### config.mk
export PLATFORM = sky130hd
export DESIGN_NAME = pad_top
export DESIGN_NICKNAME = d
export VERILOG_FILES = /design/src/hdl/pad_pkg.sv /design/src/hdl/autofire.sv /design/src/hdl/joypad_port.sv /design/src/hdl/pad_channel.sv /design/src/hdl/pad_top.sv
export SDC_FILE = /design/constraint.sdc
export NUM_CORES = 1
export LEC_CHECK = 0
export BUFFER_PORTS_ARGS = -buffer_cell sky130_fd_sc_hd__buf_2
export CAP_MARGIN = 40
export CELL_PAD_IN_SITES_DETAIL_PLACEMENT = 0
export CELL_PAD_IN_SITES_GLOBAL_PLACEMENT = 1
export CORE_UTILIZATION = 40
export DETAILED_ROUTE_END_ITERATION = 7
export GPL_ROUTABILITY_DRIVEN = 0
export GPL_TIMING_DRIVEN = 0
export PLACE_DENSITY = 0.76
export SETUP_SLACK_MARGIN = 0.3
export SLEW_MARGIN = 0
export SYNTH_ARGS = -nofsm -noshare
export SYNTH_HDL_FRONTEND = slang
export SYNTH_SLANG_ARGS = --single-unit
### constraint.sdc
create_clock -name clk -period 3.4 [get_ports clk]
set_input_delay 0.51 -clock clk [delete_from_list [all_inputs] [get_ports clk]]
set_output_delay 0.51 -clock clk [all_outputs]
set_load 0.05 [all_outputs]
### src/hdl/pad_pkg.sv
/*
 * Shared types and constants for the controller path.
 * Dualshock bytes are active low as received from the pad,
 * NES buttons are active high. Only two joypad ports exist.
 */
package pad_pkg;

    ////////////////////////////////////////////////////////////
    // pad payloads
    ////////////////////////////////////////////////////////////

    // raw receive bytes, active low
    typedef struct packed {
        logic [7:0] btn0;   // L D R U St R3 L3 Se
        logic [7:0] btn1;   // square cross circle triangle R1 L1 R2 L2
    } dualshock_rx_t;

    // NES button order, as the joypad shifts it out from bit 0
    typedef struct packed {
        logic right;
        logic left;
        logic down;
        logic up;
        logic start;
        logic select;
        logic b;
        logic a;
    } nes_buttons_t;

    ////////////////////////////////////////////////////////////
    // defaults
    ////////////////////////////////////////////////////////////

    // cycles per autofire half period, roughly 60 ms at 21.477 MHz
    localparam int autofire_half_default = 1_288_620;

    localparam int joypad_ports = 2;

    // idle pad, nothing pressed
    localparam dualshock_rx_t rx_released = '{btn0: 8'hff, btn1: 8'hff};

endpackage

### src/hdl/autofire.sv
/*
 * Square wave while a button is held. Each half lasts
 * autofire_half cycles, autofire_half must be at least 1.
 * Releasing the button restarts the phase at once.
 */
module autofire import pad_pkg::*; #(
    parameter int autofire_half = autofire_half_default
) (
    input  logic clk,
    input  logic sys_resetn,
    input  logic held,
    output logic out
);

    localparam int cnt_w = (autofire_half > 1) ? $clog2(autofire_half) : 1;
    localparam logic [cnt_w-1:0] cnt_last = cnt_w'(autofire_half - 1);

    logic [cnt_w-1:0] count;
    logic             running;  // held seen on an earlier edge
    logic             wave;

    always_ff @(posedge clk) begin
        if (!sys_resetn) begin
            count   <= '0;
            running <= 1'b0;
            wave    <= 1'b0;
        end else if (!held) begin
            // released, park the phase
            count   <= '0;
            running <= 1'b0;
            wave    <= 1'b0;
        end else if (!running) begin
            count   <= '0;
            running <= 1'b1;
            wave    <= 1'b1;    // fire immediately on press
        end else if (count == cnt_last) begin
            count <= '0;
            wave  <= ~wave;
        end else begin
            count <= count + 1'b1;
        end
    end

    assign out = wave;

endmodule

### src/hdl/joypad_port.sv
/*
 * NES joypad side, one 8-bit shift register per port.
 * Strobe has priority over a clock edge in the same cycle.
 * The joypad clocks are sampled in the clk domain, an edge
 * is seen one cycle after the clock bit goes low.
 */
module joypad_port import pad_pkg::*; (
    input  logic                    clk,
    input  logic                    sys_resetn,
    input  nes_buttons_t            pad1,
    input  nes_buttons_t            pad2,
    input  logic                    joypad_strobe,
    input  logic [joypad_ports-1:0] joypad_clock,
    output logic [joypad_ports-1:0] joypad_data,
    output logic                    home_request
);

    nes_buttons_t            pad_in [joypad_ports];
    logic [7:0]              shift_q [joypad_ports];
    logic [joypad_ports-1:0] clock_prev;
    logic [joypad_ports-1:0] clock_fall;

    assign pad_in[0] = pad1;
    assign pad_in[1] = pad2;

    assign clock_fall = clock_prev & ~joypad_clock;

    always_ff @(posedge clk) begin
        if (!sys_resetn) begin
            clock_prev <= '0;
        end else begin
            clock_prev <= joypad_clock;
        end
    end

    ////////////////////////////////////////////////////////////
    // shift registers
    ////////////////////////////////////////////////////////////

    for (genvar p = 0; p < joypad_ports; p++) begin : g_port
        always_ff @(posedge clk) begin
            if (!sys_resetn) begin
                shift_q[p] <= '0;
            end else if (joypad_strobe) begin
                shift_q[p] <= pad_in[p];            // A lands in bit 0
            end else if (clock_fall[p]) begin
                shift_q[p] <= {1'b1, shift_q[p][7:1]};  // ones after the 8th read
            end
        end

        assign joypad_data[p] = shift_q[p][0];
    end

    ////////////////////////////////////////////////////////////
    // home combination
    ////////////////////////////////////////////////////////////

    // select + down on player 1 only
    always_ff @(posedge clk) begin
        if (!sys_resetn) begin
            home_request <= 1'b0;
        end else begin
            home_request <= pad1.select & pad1.down;
        end
    end

endmodule

### src/hdl/pad_channel.sv
/*
 * One player's Dualshock bytes to NES buttons.
 * The rx bytes are sampled once per clock with no sync stage,
 * so they must already be in the clk domain.
 * Square adds autofire to B, triangle adds autofire to A.
 */
module pad_channel import pad_pkg::*; #(
    parameter int autofire_half = autofire_half_default
) (
    input  logic          clk,
    input  logic          sys_resetn,
    input  dualshock_rx_t rx,
    output nes_buttons_t  buttons
);

    dualshock_rx_t rx_q;
    dualshock_rx_t pressed;     // active high copy of rx_q
    logic          auto_square;
    logic          auto_triangle;

    ////////////////////////////////////////////////////////////
    // input register
    ////////////////////////////////////////////////////////////

    always_ff @(posedge clk) begin
        if (!sys_resetn) begin
            rx_q <= rx_released;
        end else begin
            rx_q <= rx;
        end
    end

    assign pressed = ~rx_q;

    ////////////////////////////////////////////////////////////
    // autofire
    ////////////////////////////////////////////////////////////

    autofire #(
        .autofire_half (autofire_half)
    ) af_square (
        .clk        (clk),
        .sys_resetn (sys_resetn),
        .held       (pressed.btn1[7]),  // square
        .out        (auto_square)
    );

    autofire #(
        .autofire_half (autofire_half)
    ) af_triangle (
        .clk        (clk),
        .sys_resetn (sys_resetn),
        .held       (pressed.btn1[4]),  // triangle
        .out        (auto_triangle)
    );

    ////////////////////////////////////////////////////////////
    // reorder into NES button order
    ////////////////////////////////////////////////////////////

    always_comb begin
        buttons.right  = pressed.btn0[5];
        buttons.left   = pressed.btn0[7];
        buttons.down   = pressed.btn0[6];
        buttons.up     = pressed.btn0[4];
        buttons.start  = pressed.btn0[3];
        buttons.select = pressed.btn0[0];
        // cross is B, circle is A
        buttons.b      = pressed.btn1[6] | auto_square;
        buttons.a      = pressed.btn1[5] | auto_triangle;
    end

endmodule

### src/hdl/pad_top.sv
/*
 * Controller path top level, two Dualshock players to the
 * NES joypad protocol. No synchronizers on any input, all
 * inputs are expected in the clk domain.
 */
module pad_top import pad_pkg::*; #(
    parameter int autofire_half = autofire_half_default
) (
    input  logic                    clk,
    input  logic                    sys_resetn,
    input  dualshock_rx_t           pad1_rx,
    input  dualshock_rx_t           pad2_rx,
    input  logic                    joypad_strobe,
    input  logic [joypad_ports-1:0] joypad_clock,
    output logic [joypad_ports-1:0] joypad_data,
    output logic                    home_request
);

    nes_buttons_t buttons1;
    nes_buttons_t buttons2;

    pad_channel #(
        .autofire_half (autofire_half)
    ) ch1_i (
        .clk        (clk),
        .sys_resetn (sys_resetn),
        .rx         (pad1_rx),
        .buttons    (buttons1)
    );

    pad_channel #(
        .autofire_half (autofire_half)
    ) ch2_i (
        .clk        (clk),
        .sys_resetn (sys_resetn),
        .rx         (pad2_rx),
        .buttons    (buttons2)
    );

    // console facing shift registers
    joypad_port port_i (
        .clk           (clk),
        .sys_resetn    (sys_resetn),
        .pad1          (buttons1),
        .pad2          (buttons2),
        .joypad_strobe (joypad_strobe),
        .joypad_clock  (joypad_clock),
        .joypad_data   (joypad_data),
        .home_request  (home_request)
    );

endmodule

After elaboration in Yosys (flattened, before gate mapping)
Memories as Yosys holds them, arrays and structs flattened.
Cells that the tools add are included.
Widths: inputs -> output; s select.
{"block": "word_totals", "register_bits": 127, "mem_bits_rw": 16, "input_bits": 37, "output_inout_bits": 3, "elab_cells": 93, "memories": 1}
{"block": "op_classes", "add_sub_neg": 4, "n_eq_ne": 8, "mux": 28, "n_bitwise": 26, "reduce_logical": 8}
{"memory": "port_i.shift_q", "depth": 2, "word_bits": 8, "read_ports": 2, "rd_clocked_by_memory_dff": 0, "write_ports": 2, "line_no": "joypad_port.sv:19", "rtl": "logic [7:0] shift_q [joypad_ports];"}
{"op": "$add 21x1->21 const B", "count": 4}
{"op": "$eq 21x21->1 const B", "count": 4}
{"op": "$mux 8", "count": 4}
{"op": "$not 16->16", "count": 2}
{"op": "$mux 1", "count": 24}
{"op": "$reduce_or 4->1", "count": 4}
{"op": "$not 1->1", "count": 13}
{"op": "$ne 2x1->1 const B", "count": 4}
{"op": "$or 1x1->1", "count": 8}
{"op": "$reduce_and 2->1", "count": 4}
{"op": "$and 2x2->2", "count": 1}
{"op": "$not 2->2", "count": 1}
{"op": "$and 1x1->1", "count": 1}

Logic depth before layout (Yosys ltp)
{"block": "depth", "word_depth": 7, "mapped_depth": 6, "depth_no_buf": 5}

Cells and area by module
From an unflattened synthesis, not the netlist that was laid out.
{"block": "hier_totals", "cells_unflattened": 618, "area_unflattened_um2": 5838.1}
{"mod": "autofire", "n_inst": 4, "cells_per_inst": 116, "area_each_um2": 1038.5, "seq_area_each_um2": 460.4}
{"mod": "joypad_port", "n_inst": 1, "cells_per_inst": 82, "area_each_um2": 983.4, "seq_area_each_um2": 540.5}
{"mod": "pad_channel", "n_inst": 2, "cells_per_inst": 36, "area_each_um2": 350.3, "seq_area_each_um2": 200.2}

Least setup slack after synthesis
No wires, ideal clock.
{"block": "synth_timing", "path_type": "reg-to-reg", "startpoint": "register ch1_i.af_square.count[0]", "endpoint": "register ch1_i.af_square.count[20]", "setup_time_ps": 70, "t_arrival_ps": 1802, "t_required_ps": 3330, "path_slack_ps": 1528, "stages_incl_launch_ff": 7, "path_buffers": 1, "synth_period_minus_slack_ps": 1872, "cell_sequence": "dfxtp_1 > ha_1 > nand3_1 > or3_1 > clkbuf_1 > or4_1 > a21oi_1"}
{"block": "synth_via", "elab_chain_cells": 2, "word_cells_on_any_way": 3, "classes_between": "add/sub (1); eq/ne (1); reduce/logical (1)"}
{"item": "from (decl)", "line_no": "autofire.sv:18", "rtl": "logic [cnt_w-1:0] count;"}
{"item": "from (signal assigned)", "line_no": "autofire.sv:40", "rtl": "count <= count + 1'b1;"}
{"item": "parallel branches: the longest is 2 deep, another holds $add 21x1->21"}
Several ways; the timed one is not identified.
A chain may end at the register's enable or synchronous reset.

Worst setup path in the final report
{"block": "layout_timing", "startpoint": "register ch2_i.af_square.count[0]", "endpoint": "register ch2_i.af_square.count[3]"}
{"block": "layout_via", "elab_chain_cells": 2, "word_cells_on_any_way": 3, "classes_between": "add/sub (1); eq/ne (1); reduce/logical (1)"}
{"item": "from (decl)", "line_no": "autofire.sv:18"}
{"item": "from (signal assigned)", "line_no": "autofire.sv:40"}
{"item": "parallel branches: the longest is 2 deep, another holds $add 21x1->21"}
Several ways; the timed one is not identified.

==> flow_summary.yaml <==
cells_and_area:
  layout-drive-gt1-share_pct: 11.8
  fin_nets: 672
  diodes: 0
  area_growth_pct: 17.6
critical_path:
  critPathCaptureType: "register"
  rr_startpoint: "ch2_i.af_square.count[0]$_SDFF_PP0_"
  ff2ff_setup_slack_ps: 1200
  path_class: "reg -> reg"
  startpoint: "ch2_i.af_square.count[0]$_SDFF_PP0_"
  critPathLaunchType: "register"
  crit_fanout: 10
  worstPathArrival_ps: 2490
  cp_data_required_time_ps: 3690
clocking:
  cts-hold-fix-buffers: 0
  cts_made_buffers: 17
  clk_latency_ps: 430
  post_cts_buffers: 0
  cts.reportedPaths.clkPinSlew_ps: 50
  clock_sinks: 131
  cts_buffer_depth: 2
  h-tree-depth: 4
  cts_resized: 0
  cts_tree: "yes"
  cts_root_buf: "clkbuf_16"
place:
  dp_hpwl_um: 7380
  io_buffers: 27
  place_ws_ps: 1220
die:
  coreArea_sq_um: 13200
  fp.dieArea_sq_um: 14000
  die_y_um: 118
  ioPinCount: 40
  die_w_um: 118
  rows: 42
  start_util_pct: 40.9
sta:
  rsz0062_at_grt: "false"
  slew_viol_final: 0
  skew_ps: 12.5
  finalHoldViolations: 0
  setup_viol: 0
  layout_min_cycle_time_ps: 2200
  timing.final.crit_share_pct: 64.8
  fin_ws_ps: 1200
  worst_slew_pin_slew_ps: 465
  fmaxAchievable_mhz: 454
  setup_tns_ps: 0
  maxSlewHeadroom_pct: 69.0
logic_synthesis:
  yosys-top-cells-area: "dfxtp_1, edfxtp_1, nor2_1, xnor2_1, o21ai_0"
  syn_area_sq_um: 5420
  yosysTopAreaCell: "dfxtp_1"
  synthFlopType: "dfxtp_1"
  synth_nets: 626
  yosys_warnings: 0
  synth_seq_cells: 131
  syn_area_per_cell_sq_um: 9.27
  synth_edf_count: 16
  synth_cell_types: 42
  async_reset_ff_share_pct: 0
  syn_inst: 585
  synth_top_cell_area_share_pct: 42.5
  synth.yosys.seq_area_share_pct: 51.3
drt:
  drt_iter0_markers: 381
  dr.pass1.iters: 4
  ant_nets: 0
  drc: 0
  num_vias: 4163
  wl_um: 10800
  vias_per_cell: 5.08
  wl_per_cell_um: 13.1
global_routing:
  grt_usage_pct: 16.7
  grt_max_degree: 17
  gr-total-overflow: 0
  antenna_found_initial: 0
  first_global_vias: 3872
  grt_pass1_wl_um: 18400
power:
  leakagePower_nw: 2.00
  power_density_nw_per_um2: 557
  ir_drop_v: 0.000372
  power_w: 0.00355
status:
  status: "finished clean"
run:
  cap_violations: 0
hold_path:
  hold_start: "pad1_rx[12]"
  hp-class: "in -> reg"
-- layout make-up --
class / instances / area [sq um]
fillers: 1267 / 6870
flip-flops and latches: 131 / 2780
multi-input cells: 422 / 2490
clock buffers: 20 / 437
well taps: 176 / 220
clock inverters: 12 / 163
repair buffers: 27 / 135
plain buffers: 18 / 92.6
inverters: 14 / 52.6
-- critical path: stages, from the launching register on --
cell	delay, ps
dfxtp_1	390
ha_1	240
nand2_1	100
or4_1	540
o211ai_1	290
clkbuf_1	410
nor2_1	110
-- cell usage in the layout, fill, tap and decap left out, types with 5 or more instances in the layout --
master | netlist | layout
a21oi_1 | 24 | 24
and3_1 | 7 | 7
and4_1 | 6 | 6
buf_2 | 6 | 33
clkbuf_1 | 9 | 12
clkbuf_16 | 0 | 17
clkinv_2 | 0 | 7
dfxtp_1 | 115 | 115
edfxtp_1 | 16 | 16
inv_1 | 13 | 13
nand2_1 | 47 | 47
nand2b_1 | 23 | 23
nand3_1 | 30 | 30
nand4_1 | 20 | 20
nor2_1 | 73 | 73
nor2b_1 | 5 | 5
nor3_1 | 8 | 8
nor4_1 | 11 | 11
nor4b_1 | 5 | 5
o21ai_0 | 36 | 36
o31ai_1 | 8 | 8
or3_1 | 22 | 22
or4_1 | 12 | 12
xnor2_1 | 31 | 31
xor2_1 | 18 | 18
-- synthesized netlist by cell type (2+ instances only) --
cell type,number
a21oi_1,24
a21oi_2,3
a311oi_1,3
and2_1,4
and3_1,7
and4_1,6
buf_2,6
buf_4,2
clkbuf_1,9
dfxtp_1,115
edfxtp_1,16
ha_1,4
inv_1,13
nand2_1,47
nand2b_1,23
nand3_1,30
nand4_1,20
nor2_1,73
nor2b_1,5
nor3_1,8
nor3b_1,2
nor4_1,11
nor4b_1,5
nor4bb_1,4
o211ai_1,4
o21ai_0,36
o22ai_1,2
o31ai_1,8
or2_2,2
or3_1,22
or4_1,12
or4_4,2
xnor2_1,31
xor2_1,18
-- routing by layer --
metal,vias to the layer above,global-route usage (%),part of all wire [%]
met5,-,0,0
met4,0,8.39,1.7
met3,14,5.02,4.7
met2,67,24.9,45
met1,1914,21.9,49
li1,2168,-,-
-- metrics by stage --
stage | cells | util, % | hold WS (ps) | cell area (sq um)
2_1_floorplan | 585 | - | 386 | 5420
3_3_place_gp | 788 | 43.6 | 401 | 5780
3_5_place_dp | 788 | 43.6 | 405 | 5780
4_1_cts | 820 | 48.1 | 260 | 6380
5_1_grt | 820 | 48.1 | 259 | 6380
6_report | 820 | 48.1 | 270 | 6380
-- state kept, by name, indices dropped and copies added (netlist names) --
| signal | flops |
|---|---|
| ch2_i.af_triangle.running | 1 |
| ch2_i.af_square.out | 1 |
| ch1_i.af_triangle.count | 21 |
| ch2_i.af_square.count | 21 |
| ch2_i.af_triangle.count | 21 |
| ch1_i.af_square.out | 1 |
| port_i.clock_prev | 2 |
| ch1_i.af_triangle.running | 1 |
| ch1_i.af_square.running | 1 |
| ch2_i.af_triangle.out | 1 |
| ch1_i.af_square.count | 21 |
| port_i.home_request | 1 |
| ch1_i.af_triangle.out | 1 |
| ch2_i.af_square.running | 1 |
| ch1_i.rx_q | 10 |
| ch2_i.rx_q | 10 |
| port_i.shift_q | 16 |
-- logic make-up after synthesis --
kind of cell,synth area share [%]
xor+xnor,7.92
buf+inv,2.68
flops,51.3
compound gates,8.59
simple gates,28.6
fa+ha+maj,0.923
-- path summary, 6_finish.rpt --
path | end | depth (start not counted)
min reg2reg | port_i.home_request$_SDFF_PN0_ | 1
max | ch2_i.af_square.count[3]$_SDFF_PP0_ | 6
min | ch1_i.rx_q[12]$_SDFF_PN1_ | 2
max reg2reg | ch2_i.af_square.count[3]$_SDFF_PP0_ | 6
-- power by group --
group | switching (W) | total [W] | internal (W)
clock | 0.000656 | 0.00187 | 0.00121
combinational | 0.0000409 | 0.0000692 | 0.0000282
sequential | 0.0000113 | 0.00161 | 0.00160
Power figures use the tool's default switching activity.
